$ cat config.mk
export PLATFORM = sky130hd
export DESIGN_NAME = channel_top
export DESIGN_NICKNAME = d
export VERILOG_FILES = /design/src/source/channel_pkg.sv /design/src/source/channel_top.sv /design/src/source/correlator.sv /design/src/source/ca_code_gen.sv /design/src/source/carrier_mixer.sv /design/src/source/slot_state_mem.sv /design/src/source/slot_control.sv
export SDC_FILE = /design/constraint.sdc
export NUM_CORES = 1
export LEC_CHECK = 0
export ABC_AREA = 1
export BUFFER_PORTS_ARGS = -buffer_cell sky130_fd_sc_hd__buf_2
export CAP_MARGIN = 10
export CORE_UTILIZATION = 55
export DETAILED_ROUTE_END_ITERATION = 6
export PLACE_DENSITY_LB_ADDON = 0.25
export REMOVE_ABC_BUFFERS = 1
export SYNTH_ARGS = -nofsm -noshare
export SYNTH_HDL_FRONTEND = slang
export SYNTH_SLANG_ARGS = --single-unit
$ cat constraint.sdc
create_clock -name clk -period 5.7 [get_ports clk]
set_input_delay 0.285 -clock clk [delete_from_list [all_inputs] [get_ports clk]]
set_output_delay 0.285 -clock clk [all_outputs]
set_load 0.02 [all_outputs]
$ cat src/source/channel_pkg.sv
`default_nettype none

package channel_pkg;

   ////////////////////////////////////////////////////////////
   // Widths and constants.
   ////////////////////////////////////////////////////////////

   localparam int NUM_SLOTS      = 2;
   localparam int SLOT_WIDTH     = 1;
   localparam int PRN_WIDTH      = 4;
   localparam int PRN_MAX        = 8;
   localparam int INPUT_WIDTH    = 3;
   localparam int PHASE_WIDTH    = 8;
   localparam int MIX_WIDTH      = 4;
   localparam int ACC_WIDTH      = 12;
   localparam int ACC_LEN        = 8;
   localparam int CNT_WIDTH      = $clog2(ACC_LEN);
   localparam int SAMPLE_GAP_MIN = 4;
   localparam int PIPE_STAGES    = 3;
   localparam int LFSR_WIDTH     = 10;
   localparam int TAP_WIDTH      = 4;

   // Feedback masks, bit n of the mask is register stage n.
   localparam logic [LFSR_WIDTH:1] G1_FB_MASK = 10'b1000000100;
   localparam logic [LFSR_WIDTH:1] G2_FB_MASK = 10'b1110100110;

   // G2 output tap pairs for PRN 1 to 8, one nibble per tap.
   localparam logic [PRN_MAX:1][2*TAP_WIDTH-1:0] G2_TAPS = {
      8'h29, 8'h18, 8'h2A, 8'h19, 8'h59, 8'h48, 8'h37, 8'h26
   };

   ////////////////////////////////////////////////////////////
   // Shared types.
   ////////////////////////////////////////////////////////////

   typedef struct packed {
      logic [LFSR_WIDTH:1]    g1;
      logic [LFSR_WIDTH:1]    g2;
      logic [PHASE_WIDTH-1:0] phase;
      logic                   late_chip;
   } slot_state_t;

   localparam slot_state_t SLOT_STATE_INIT = '{
      g1: '1, g2: '1, phase: '0, late_chip: 1'b0
   };

   typedef struct packed {
      logic                   valid;
      logic [SLOT_WIDTH-1:0]  slot;
      logic [PRN_WIDTH-1:0]   prn;
      logic [PHASE_WIDTH-1:0] carrier_inc;
      logic                   first;
      logic                   last;
   } pipe_ctl_t;

   typedef struct packed {
      logic signed [MIX_WIDTH-1:0] i;
      logic signed [MIX_WIDTH-1:0] q;
   } mix_t;

   typedef struct packed {
      logic early;
      logic prompt;
      logic late;
   } code_bits_t;

   typedef struct packed {
      logic signed [ACC_WIDTH-1:0] i_early;
      logic signed [ACC_WIDTH-1:0] q_early;
      logic signed [ACC_WIDTH-1:0] i_prompt;
      logic signed [ACC_WIDTH-1:0] q_prompt;
      logic signed [ACC_WIDTH-1:0] i_late;
      logic signed [ACC_WIDTH-1:0] q_late;
   } acc_set_t;

endpackage

`default_nettype wire
$ cat src/source/channel_top.sv
`timescale 1ns/1ns
`default_nettype none

module channel_top
   import channel_pkg::*;
(
   input  logic                          clk,
   input  logic                          reset_i,
   input  logic                          data_valid_i,
   input  logic signed [INPUT_WIDTH-1:0] data_i,
   input  logic                          init_i,
   input  logic [PRN_WIDTH-1:0]          prn_i,
   input  logic [PHASE_WIDTH-1:0]        carrier_inc_i,
   output logic                          init_ready_o,
   output logic [SLOT_WIDTH-1:0]         init_slot_o,
   output logic                          acc_valid_o,
   output logic [SLOT_WIDTH-1:0]         acc_tag_o,
   output acc_set_t                      acc_o
);

   logic                          init_wr;
   logic signed [INPUT_WIDTH-1:0] data_q;
   pipe_ctl_t                     s0_ctl;
   pipe_ctl_t                     s1_ctl;
   pipe_ctl_t                     s2_ctl;
   slot_state_t                   state_q;
   slot_state_t                   code_state;
   slot_state_t                   state_d;
   logic [PHASE_WIDTH-1:0]        phase_next;
   mix_t                          mix;
   code_bits_t                    code;

   // Sample is held for the whole sweep over the slots.
   always_ff @(posedge clk) begin
      if (data_valid_i) begin
         data_q <= data_i;
      end
   end

   // Next state takes the phase from the mixer and the rest from the code generator.
   always_comb begin
      state_d       = code_state;
      state_d.phase = phase_next;
   end

   slot_control slot_control_i (
      .clk           (clk),
      .reset_i       (reset_i),
      .data_valid_i  (data_valid_i),
      .init_i        (init_i),
      .prn_i         (prn_i),
      .carrier_inc_i (carrier_inc_i),
      .init_ready_o  (init_ready_o),
      .init_slot_o   (init_slot_o),
      .init_wr_o     (init_wr),
      .s0_ctl_o      (s0_ctl)
   );

   slot_state_mem slot_state_mem_i (
      .clk         (clk),
      .reset_i     (reset_i),
      .init_wr_i   (init_wr),
      .init_slot_i (init_slot_o),
      .s0_ctl_i    (s0_ctl),
      .wr_ctl_i    (s1_ctl),
      .state_d_i   (state_d),
      .state_q_o   (state_q),
      .s1_ctl_o    (s1_ctl)
   );

   carrier_mixer carrier_mixer_i (
      .clk      (clk),
      .reset_i  (reset_i),
      .s1_ctl_i (s1_ctl),
      .data_i   (data_q),
      .phase_i  (state_q.phase),
      .phase_o  (phase_next),
      .mix_o    (mix)
   );

   ca_code_gen ca_code_gen_i (
      .clk      (clk),
      .reset_i  (reset_i),
      .s1_ctl_i (s1_ctl),
      .state_i  (state_q),
      .state_o  (code_state),
      .code_o   (code),
      .s2_ctl_o (s2_ctl)
   );

   correlator correlator_i (
      .clk         (clk),
      .reset_i     (reset_i),
      .s2_ctl_i    (s2_ctl),
      .mix_i       (mix),
      .code_i      (code),
      .acc_valid_o (acc_valid_o),
      .acc_tag_o   (acc_tag_o),
      .acc_o       (acc_o)
   );

endmodule

`default_nettype wire

$ cat src/source/correlator.sv
`timescale 1ns/1ns
`default_nettype none

module correlator
   import channel_pkg::*;
(
   input  logic                  clk,
   input  logic                  reset_i,
   input  pipe_ctl_t             s2_ctl_i,
   input  mix_t                  mix_i,
   input  code_bits_t            code_i,
   output logic                  acc_valid_o,
   output logic [SLOT_WIDTH-1:0] acc_tag_o,
   output acc_set_t              acc_o
);

   acc_set_t acc_mem [NUM_SLOTS];
   acc_set_t base;
   acc_set_t sum;

   // Code wipe-off, a chip of one flips the sign.
   function automatic logic signed [ACC_WIDTH-1:0] acc_step(
      input logic signed [ACC_WIDTH-1:0] acc,
      input logic signed [MIX_WIDTH-1:0] value,
      input logic                        chip);
      return chip ? acc - value : acc + value;
   endfunction

   always_comb begin
      base         = s2_ctl_i.first ? '0 : acc_mem[s2_ctl_i.slot];
      sum.i_early  = acc_step(base.i_early,  mix_i.i, code_i.early);
      sum.q_early  = acc_step(base.q_early,  mix_i.q, code_i.early);
      sum.i_prompt = acc_step(base.i_prompt, mix_i.i, code_i.prompt);
      sum.q_prompt = acc_step(base.q_prompt, mix_i.q, code_i.prompt);
      sum.i_late   = acc_step(base.i_late,   mix_i.i, code_i.late);
      sum.q_late   = acc_step(base.q_late,   mix_i.q, code_i.late);
   end

   always_ff @(posedge clk) begin
      if (s2_ctl_i.valid) begin
         acc_mem[s2_ctl_i.slot] <= sum;
         acc_o                  <= sum;
         acc_tag_o              <= s2_ctl_i.slot;
      end
   end

   // Result pulse at the end of each period.
   always_ff @(posedge clk) begin
      if (reset_i) begin
         acc_valid_o <= 1'b0;
      end else begin
         acc_valid_o <= s2_ctl_i.valid && s2_ctl_i.last;
      end
   end

endmodule

`default_nettype wire

$ cat src/source/ca_code_gen.sv
`timescale 1ns/1ns
`default_nettype none

module ca_code_gen
   import channel_pkg::*;
(
   input  logic        clk,
   input  logic        reset_i,
   input  pipe_ctl_t   s1_ctl_i,
   input  slot_state_t state_i,
   output slot_state_t state_o,
   output code_bits_t  code_o,
   output pipe_ctl_t   s2_ctl_o
);

   logic [2*TAP_WIDTH-1:0] taps;
   logic [LFSR_WIDTH:1]    g1_next;
   logic [LFSR_WIDTH:1]    g2_next;
   code_bits_t             code_d;

   // Shift towards stage 10, feedback enters stage 1.
   function automatic logic [LFSR_WIDTH:1] lfsr_step(input logic [LFSR_WIDTH:1] g,
                                                     input logic [LFSR_WIDTH:1] mask);
      return {g[LFSR_WIDTH-1:1], ^(g & mask)};
   endfunction

   function automatic logic ca_chip(input logic [LFSR_WIDTH:1] g1,
                                    input logic [LFSR_WIDTH:1] g2,
                                    input logic [2*TAP_WIDTH-1:0] tap_pair);
      return g1[LFSR_WIDTH] ^ g2[tap_pair[2*TAP_WIDTH-1 -: TAP_WIDTH]]
             ^ g2[tap_pair[TAP_WIDTH-1:0]];
   endfunction

   always_comb begin
      taps          = G2_TAPS[s1_ctl_i.prn];
      g1_next       = lfsr_step(state_i.g1, G1_FB_MASK);
      g2_next       = lfsr_step(state_i.g2, G2_FB_MASK);
      code_d.prompt = ca_chip(state_i.g1, state_i.g2, taps);
      code_d.early  = ca_chip(g1_next, g2_next, taps);
      code_d.late   = state_i.late_chip;
      // Phase is filled in by the carrier side.
      state_o           = state_i;
      state_o.g1        = g1_next;
      state_o.g2        = g2_next;
      state_o.late_chip = code_d.prompt;
   end

   always_ff @(posedge clk) begin
      code_o <= code_d;
      if (reset_i) begin
         s2_ctl_o <= '0;
      end else begin
         s2_ctl_o <= s1_ctl_i;
      end
   end

   // PRN comes from init, the tap table covers 1 to PRN_MAX only.
   a_prn_range: assert property (@(posedge clk) disable iff (reset_i)
      s1_ctl_i.valid |-> (s1_ctl_i.prn >= 1 && s1_ctl_i.prn <= PRN_MAX));

endmodule

`default_nettype wire

$ cat src/source/carrier_mixer.sv
`timescale 1ns/1ns
`default_nettype none

module carrier_mixer
   import channel_pkg::*;
(
   input  logic                          clk,
   input  logic                          reset_i,
   input  pipe_ctl_t                     s1_ctl_i,
   input  logic signed [INPUT_WIDTH-1:0] data_i,
   input  logic [PHASE_WIDTH-1:0]        phase_i,
   output logic [PHASE_WIDTH-1:0]        phase_o,
   output mix_t                          mix_o
);

   logic [1:0]        index;
   logic signed [1:0] cos_v;
   logic signed [1:0] sin_v;
   mix_t              mix_d;

   // Lookup uses the phase before the step.
   assign index   = phase_i[PHASE_WIDTH-1 -: 2];
   assign phase_o = phase_i + s1_ctl_i.carrier_inc;

   always_comb begin
      case (index)
         2'd0:    begin cos_v = 2'sd1;  sin_v = 2'sd0;  end
         2'd1:    begin cos_v = 2'sd0;  sin_v = 2'sd1;  end
         2'd2:    begin cos_v = -2'sd1; sin_v = 2'sd0;  end
         default: begin cos_v = 2'sd0;  sin_v = -2'sd1; end
      endcase
      mix_d.i = data_i * cos_v;
      mix_d.q = data_i * sin_v;
   end

   always_ff @(posedge clk) begin
      if (reset_i) begin
         mix_o <= '0;
      end else begin
         mix_o <= mix_d;
      end
   end

endmodule

`default_nettype wire

$ cat src/source/slot_state_mem.sv
`timescale 1ns/1ns
`default_nettype none

module slot_state_mem
   import channel_pkg::*;
(
   input  logic                  clk,
   input  logic                  reset_i,
   input  logic                  init_wr_i,
   input  logic [SLOT_WIDTH-1:0] init_slot_i,
   input  pipe_ctl_t             s0_ctl_i,
   input  pipe_ctl_t             wr_ctl_i,
   input  slot_state_t           state_d_i,
   output slot_state_t           state_q_o,
   output pipe_ctl_t             s1_ctl_o
);

   slot_state_t state_mem [NUM_SLOTS];

   // Init write takes the slot over from any write-back.
   always_ff @(posedge clk) begin
      if (init_wr_i) begin
         state_mem[init_slot_i] <= SLOT_STATE_INIT;
      end else if (wr_ctl_i.valid) begin
         state_mem[wr_ctl_i.slot] <= state_d_i;
      end
   end

   // Registered read.
   always_ff @(posedge clk) begin
      state_q_o <= state_mem[s0_ctl_i.slot];
      if (reset_i) begin
         s1_ctl_o <= '0;
      end else begin
         s1_ctl_o <= s0_ctl_i;
      end
   end

   // Init is only accepted with an empty pipeline.
   a_no_init_collision: assert property (@(posedge clk) disable iff (reset_i)
      !(init_wr_i && wr_ctl_i.valid));

endmodule

`default_nettype wire

$ cat src/source/slot_control.sv
`timescale 1ns/1ns
`default_nettype none

module slot_control
   import channel_pkg::*;
(
   input  logic                   clk,
   input  logic                   reset_i,
   input  logic                   data_valid_i,
   input  logic                   init_i,
   input  logic [PRN_WIDTH-1:0]   prn_i,
   input  logic [PHASE_WIDTH-1:0] carrier_inc_i,
   output logic                   init_ready_o,
   output logic [SLOT_WIDTH-1:0]  init_slot_o,
   output logic                   init_wr_o,
   output pipe_ctl_t              s0_ctl_o
);

   logic [NUM_SLOTS-1:0]   active_q;
   logic [PRN_WIDTH-1:0]   prn_q [NUM_SLOTS];
   logic [PHASE_WIDTH-1:0] inc_q [NUM_SLOTS];
   logic [CNT_WIDTH-1:0]   cnt_q [NUM_SLOTS];
   logic                   sweep_q;
   logic [SLOT_WIDTH-1:0]  sweep_slot_q;
   logic [PIPE_STAGES-1:0] inflight_q;
   logic                   issue;
   logic                   busy;

   ////////////////////////////////////////////////////////////
   // Slot allocation.
   ////////////////////////////////////////////////////////////

   // Lowest free slot wins.
   always_comb begin
      init_slot_o = '0;
      for (int s = NUM_SLOTS - 1; s >= 0; s--) begin
         if (!active_q[s]) begin
            init_slot_o = SLOT_WIDTH'(s);
         end
      end
   end

   // Busy until the last item of a sample leaves the correlator.
   assign busy         = sweep_q || s0_ctl_o.valid || (|inflight_q);
   assign init_ready_o = !(&active_q) && !busy;
   assign init_wr_o    = init_i && init_ready_o;

   assign issue = sweep_q && active_q[sweep_slot_q];

   always_ff @(posedge clk) begin
      if (reset_i) begin
         active_q <= '0;
      end else if (init_wr_o) begin
         active_q[init_slot_o] <= 1'b1;
      end
   end

   always_ff @(posedge clk) begin
      if (init_wr_o) begin
         prn_q[init_slot_o] <= prn_i;
         inc_q[init_slot_o] <= carrier_inc_i;
         cnt_q[init_slot_o] <= '0;
      end else if (issue) begin
         cnt_q[sweep_slot_q] <= cnt_q[sweep_slot_q] + 1'b1;
      end
   end

   ////////////////////////////////////////////////////////////
   // Slot sweep, one slot per cycle after each sample.
   ////////////////////////////////////////////////////////////

   always_ff @(posedge clk) begin
      if (reset_i) begin
         sweep_q      <= 1'b0;
         sweep_slot_q <= '0;
         inflight_q   <= '0;
         s0_ctl_o     <= '0;
      end else begin
         if (data_valid_i) begin
            sweep_q      <= 1'b1;
            sweep_slot_q <= '0;
         end else if (sweep_q) begin
            sweep_slot_q <= sweep_slot_q + 1'b1;
            sweep_q      <= (sweep_slot_q != SLOT_WIDTH'(NUM_SLOTS - 1));
         end
         inflight_q           <= {inflight_q[PIPE_STAGES-2:0], s0_ctl_o.valid};
         s0_ctl_o.valid       <= issue;
         s0_ctl_o.slot        <= sweep_slot_q;
         s0_ctl_o.prn         <= prn_q[sweep_slot_q];
         s0_ctl_o.carrier_inc <= inc_q[sweep_slot_q];
         s0_ctl_o.first       <= (cnt_q[sweep_slot_q] == '0);
         s0_ctl_o.last        <= (cnt_q[sweep_slot_q] == CNT_WIDTH'(ACC_LEN - 1));
      end
   end

   // The sweep must finish before the next sample arrives.
   a_sample_gap: assert property (@(posedge clk) disable iff (reset_i)
      data_valid_i |=> !data_valid_i [*SAMPLE_GAP_MIN-1]);

endmodule

`default_nettype wire

-- Word level (Yosys, flattened, before mapping)
Memory sizes are Yosys's and may differ from the RTL's. A register that Yosys moved wholly into a read port is not among the register bits.
Cells that the tools add are included.
W data, S select, Z words.
- equality and inequality tests: 3
- $mul: 2
- $add $sub $neg: 15
- bitwise operators: 6
- shift operators: 0
- muxes and demuxes: 46
- reductions and logical operators: 19
- order comparisons: 6
- div/mod/pow operators: 0
- operator list (operator ; number):
    $add A12 B4 Y12 ; 6
    $mux W12 ; 6
    $mux W72 ; 1
    $sub A12 B4 Y12 ; 6
    $mux W29 ; 1
    $reduce_or A29 Y1 ; 1
    $mux W1 ; 28
    $reduce_xor A10 Y1 ; 2
    $bmux W1 S4 ; 4
    $lt A4 B5 Y1 const B ; 3
    $add A8 B8 Y8 ; 1
    $mul A3 B2 Y4 ; 2
    $mux W8 ; 1
    $pmux W2 S2 ; 2
    $reduce_or A3 Y1 ; 2
    $logic_and A1 B1 Y1 ; 5
    $lt A1 B2 Y1 const B ; 2
    $mux W4 ; 1
    $reduce_or A2 Y1 ; 2
    $xor A1 B1 Y1 ; 4
    $add A3 B1 Y3 const B ; 1
    $eq A3 B3 Y1 const B ; 1
    $logic_not A3 Y1 ; 1
    $mux W3 ; 1
    11 further kinds ; 13
- output and inout port bits: 76
- memory bits (read-only): 128
- bits in registers: 119
- logic and storage cells: 135
- input port bits: 19
- bits in latches: 0
- RAM bits: 232
- memories kept: 6
- memories (memory ; depth ; bits a word ; read ports ; clocked after Yosys merged registers in ; write ports ; RTL line ; RTL):
    correlator_i.acc_mem ; 2 ; 72 ; 1 ; 1 ; 1 ; correlator.sv:17 ; acc_set_t acc_mem [NUM_SLOTS];
    (no name shown) ; 16 ; 8 ; 1 ; 1 ; 0 ; ca_code_gen.sv:35 ; taps = G2_TAPS[s1_ctl_i.prn];
    slot_state_mem_i.state_mem ; 2 ; 29 ; 1 ; 1 ; 1 ; slot_state_mem.sv:18 ; slot_state_t state_mem [NUM_SLOTS];
    slot_control_i.inc_q ; 2 ; 8 ; 1 ; 1 ; 1 ; slot_control.sv:21 ; logic [PHASE_WIDTH-1:0] inc_q [NUM_SLOTS];
    slot_control_i.prn_q ; 2 ; 4 ; 1 ; 1 ; 1 ; slot_control.sv:20 ; logic [PRN_WIDTH-1:0] prn_q [NUM_SLOTS];
    slot_control_i.cnt_q ; 2 ; 3 ; 1 ; 1 ; 1 ; slot_control.sv:22 ; logic [CNT_WIDTH-1:0] cnt_q [NUM_SLOTS];

-- Longest topological paths before layout
- depth after elaboration: 9
- gate-level depth with buffers: 13
- depth with buffers taken out: 13

-- By module
Synthesis repeated with hierarchy kept, for this count alone.
- cells, all modules: 2085
- area, all modules: 19389.8 um^2
- modules (own cells, without submodules) (module ; area each (um^2) ; seq. area each (um^2) ; instances ; cells each):
    correlator ; 12035.3 ; 6536.3 ; 1 ; 1333
    slot_state_mem ; 3413.3 ; 2642.5 ; 1 ; 284
    slot_control ; 1858.0 ; 1381.3 ; 1 ; 154
    ca_code_gen ; 1247.4 ; 380.4 ; 1 ; 200
    carrier_mixer ; 745.7 ; 160.2 ; 1 ; 111
    channel_top ; 90.1 ; 90.1 ; 1 ; 3

-- Least setup slack after synthesis
Ideal clock, no wire load.
- path kind: register to register
- from: reg, netlist name slot_control_i.inflight_q[1]
- to: mem correlator_i.acc_mem[0][0] in the netlist's numbering (enable)
- buffers on the path: 0
- arrival time: 5.231 ns
- required time: 5.197 ns
- slack: -0.034 ns
- setup time: 0.503 ns
- stages on the path, launching flop included: 3
- period minus slack after synthesis: 5.734 ns
- cells stage by stage: dfxtp_1 -> inv_1 -> nor2_1
- RTL lines (what ; RTL line):
    end, declared ; correlator.sv:17

==> metrics.log <==
INFO  metric status = complete, no violations
INFO  metric post_synth_most_frequent_cells = sky130_fd_sc_hd__edfxtp_1 (308), sky130_fd_sc_hd__nand2_1 (293), sky130_fd_sc_hd__nor2_1 (267), sky130_fd_sc_hd__o21ai_0 (163), sky130_fd_sc_hd__inv_1 (146)
INFO  metric timing.slew.headroom = between 20% and 30%
INFO  metric grt_overflow_total = 0
INFO  metric finalHoldViolations = 0
INFO  metric cp-start-kind = register
INFO  metric place_ws = between 2000 and 2500 ps
INFO  metric synth.yosys.seq_area_share = 62.1%
INFO  metric grt_start_max_net_pins = 76
INFO  metric die_width = between 150 and 200 µm
INFO  metric placement_rows = 65
INFO  metric clk_path_buf_depth = 3
INFO  metric crit-reg2reg-capture = correlator_i.acc_mem[0][21]
INFO  metric cp-startpoint = ca_code_gen_i.s2_ctl_o[1]
INFO  metric final_instance_area = ~20000 µm²
INFO  metric detailed_placement_wirelength_estimate = 23.8 mm
INFO  metric cts.reportedPaths.clkPinSlew = about 60 ps
INFO  metric design.die.area = roughly 33000 µm²
INFO  metric layout-area-overhead-vs-synth = 13.3%
INFO  metric max_transition_viols_final = 0
INFO  metric hold_depth = 2
INFO  metric cts.repair_timing.setup_buffer_count = 0
INFO  metric top_area_cell_type_share_of_the_netlist_area = between 50% and 60%
INFO  metric post-route-drc-count = 0
INFO  metric number_of_cells_produced_by_synthesis = about 1700
INFO  metric rr_startpoint = ca_code_gen_i.s2_ctl_o[1]
INFO  metric setup_repair_after_global_routing_missed_its_margin = false
INFO  metric async_flop_share = 0%
INFO  metric fin_worst_skew = ~16 ps
INFO  metric first_global_vias = ~12000
INFO  metric yosys-top-cells-area = sky130_fd_sc_hd__edfxtp_1 (52%), sky130_fd_sc_hd__dfxtp_1 (9.7%), sky130_fd_sc_hd__nand2_1 (6.2%)
INFO  metric diodes = 0
INFO  metric detail_route.first_pass.iterations = 5
INFO  metric cap_violations = 0
INFO  metric synth-edff-count = 308
INFO  metric cp_max_fo = 40
INFO  metric powerDensity = ~400 nW/µm²
INFO  metric dpl_cell_area = about 19000 µm²
INFO  metric die_h = about 180 µm
INFO  metric route.final.wire_length = roughly 36 mm
INFO  metric static-leakage-power = about 8 nW
INFO  metric clkLatencyLatePin = ~530 ps
INFO  metric fp.coreArea = approximately 32000 µm²
INFO  metric clkPwrFrac = 32.1%
INFO  metric layout-drive-gt1-share = 10.1%
INFO  metric worst_hold_margin = ~23 ps
INFO  metric timing.critical_path.to_type = register
INFO  metric critical_path_class = register to register
INFO  metric avgRoutedWirePerCell = 16.2 µm
INFO  metric ant_nets = 0
INFO  metric io_pins = 95
INFO  metric period_minus_slack = 3640 ps
INFO  metric initialDrtViolationCount = around 860
INFO  metric fmax = 275 MHz
INFO  metric detail_route.vias_per_cell = ~5.4
INFO  metric critical_path.endpoint = correlator_i.acc_mem[0][21]
INFO  metric postSynthAreaPerCell = 10.6 µm²
INFO  metric report.final.setup_viol = 0
INFO  metric root_driver = sky130_fd_sc_hd__clkbuf_16
INFO  metric buffer_ports.inserted = between 90 and 100
INFO  metric cts.sinks = between 300 and 400
INFO  metric via_count = 11900
INFO  metric netlist-cell-type-count = 36
INFO  metric cell_type_with_the_largest_total_area_after_synthesis = sky130_fd_sc_hd__edfxtp_1
INFO  metric timing.reg2reg.setup_slack = 2060 ps
INFO  metric design.final.nets = ~1900
INFO  metric worst_hold_startpoint = data_valid_i
INFO  metric reg2reg_depth = 11
INFO  metric share_seq_of_total_power = about 44%
INFO  metric share_comb_of_total_power = between 20% and 30%
INFO  metric worst_ep_arrival_time = 3970 ps
INFO  metric tightest_slew = between 1000 and 1500 ps
INFO  metric cts.htree.levels = 2
INFO  metric count_of_warnings_emitted_by_yosys = 0
INFO  metric grt_antenna_before_repair = 0
INFO  metric postSynth.topFlopCell = sky130_fd_sc_hd__edfxtp_1
INFO  metric switching_fraction = between 20 and 30%
INFO  metric fin_crit_sh = a little under two thirds
INFO  metric irDropWorstVdd = 0.264 mV
INFO  metric power.net_switching = approximately 2.4 mW
INFO  metric leading_cell_type_by_number_of_instances_after_synthesis = sky130_fd_sc_hd__edfxtp_1
INFO  metric gpl_congestion = about 0.9
INFO  metric cellInternalPower = approximately 5.7 mW
INFO  metric synth.ff_latch_count = approximately 390
INFO  metric cts_tree = done
INFO  metric grt_util_overall = 22.5%
INFO  metric post_synth_instance_area = ~18000 µm²
INFO  metric hold_path_class = input pin to register
INFO  metric critical_path_required = about 6000 ps
INFO  metric numCtsBuffers = 40
INFO  metric initial_cell_density_of_the_core = a little under three fifths
INFO  metric timing.final.ws_setup = between 2000 and 2500 ps
INFO  metric grt_first_pass_wirelength = 59.1 mm
## flip-flops by register name, indices dropped and copies added, names as in the netlist, named ones only
name and cells:
ca_code_gen_i.code_o 3, ca_code_gen_i.s2_ctl_o 3, ca_code_gen_i.taps 7, carrier_mixer_i.mix_o 8, correlator_i.acc_mem 144, correlator_i.acc_o 72
correlator_i.acc_tag_o 1, correlator_i.acc_valid_o 1, data_q 3, slot_control_i.active_q 2, slot_control_i.cnt_q 6, slot_control_i.inc_q 16
slot_control_i.inflight_q 3, slot_control_i.prn_q 8, slot_control_i.s0_ctl_o 16, slot_control_i.sweep_q 1, slot_control_i.sweep_slot_q 1, slot_state_mem_i.s1_ctl_o 11
slot_state_mem_i.state_mem 58, slot_state_mem_i.state_q_o 29
## critical path, stage by stage, from the launching register on
cell and delay (ps):
sky130_fd_sc_hd__dfxtp_1 760, sky130_fd_sc_hd__inv_1 590, sky130_fd_sc_hd__buf_4 450, sky130_fd_sc_hd__o21ai_0 140
sky130_fd_sc_hd__nor2_1 60, sky130_fd_sc_hd__ha_1 370, sky130_fd_sc_hd__nand2_1 90, sky130_fd_sc_hd__o21ai_0 400
sky130_fd_sc_hd__nand2_1 100, sky130_fd_sc_hd__nand2_1 120, sky130_fd_sc_hd__a31oi_1 100, sky130_fd_sc_hd__xnor2_1 250
## kinds of logic after synthesis
family,count (synthesis),share of synthesized area (%)
adder cells (fa/ha/maj),96,7.18
buffers and inverters,193,4.22
XOR/XNOR,69,3.42
AO/OA/AOI/OAI,288,8.96
flip-flops,394,62.1
AND/OR/NAND/NOR,630,14.0
multiplexers,1,0.0638
## metal layers
layer	global-route usage, %	routed length [µm]	part of all wire (%)	up-vias
met5	0	0	0	-
met4	6.00	600	1.7	0
met3	3.08	1800	5.0	52
met2	38.7	17400	48	321
met1	30.0	16200	45	5626
li1	-	-	-	5945
## final cells by class
| type | instances | area [µm²] |
|---|---|---|
| Fill cell | 2514 | 11500 |
| Sequential cell | 394 | 11000 |
| Multi-Input combinational cell | 1084 | 5960 |
| Clock buffer | 58 | 1150 |
| Timing Repair Buffer | 120 | 703 |
| Inverter | 149 | 559 |
| Tap cell | 402 | 503 |
| Clock inverter | 16 | 165 |
## worst min-delay path by stage
stage | to | slack (ps)
after detailed placement | ca_code_gen_i.code_o[0] | 320
final | register | 20
after CTS | register | 3
after floorplan | ca_code_gen_i.code_o[0] | 310
after global routing | register | 20
after global placement | ca_code_gen_i.code_o[0] | 320
## through the flow
| stage | TNS, ps | util [%] | instances | power (mW) |
|---|---|---|---|---|
| after floorplan | -2410 | - | 1627 | 5.00 |
| after global placement | 0 | 58.8 | 2134 | 5.46 |
| after detailed placement | 0 | 58.8 | 2134 | 5.52 |
| after CTS | 0 | 63.4 | 2223 | 8.12 |
| after global routing | 0 | 63.4 | 2223 | 8.49 |
| final | 0 | 63.4 | 2223 | 8.09 |
## repair_timing
item | 4_1_cts | 5_1_grt
hold buffers | 15 | 0
hold endpoints to repair | 27 | 0
gates resized for setup | 0 | 0
## power groups by stage
stage	Sequential [mW]	Clock, mW	Combinational (mW)
2_1_floorplan	3.64	0	1.36
3_3_place_gp	3.65	0	1.81
3_5_place_dp	3.65	0	1.87
4_1_cts	3.59	2.64	1.89
5_1_grt	3.60	2.75	2.13
6_report	3.59	2.60	1.89
## placed cells by master (no fill, tap or decap), drive strengths merged, types with 49 or more instances in the layout
master  instances
ha             87
nand2         294
o21ai         165
clkbuf         58
buf           105
edfxtp        308
a21oi          70
nor2          267
nand3          49
inv           152
dfxtp          86
(Power assumes the default switching activity.)
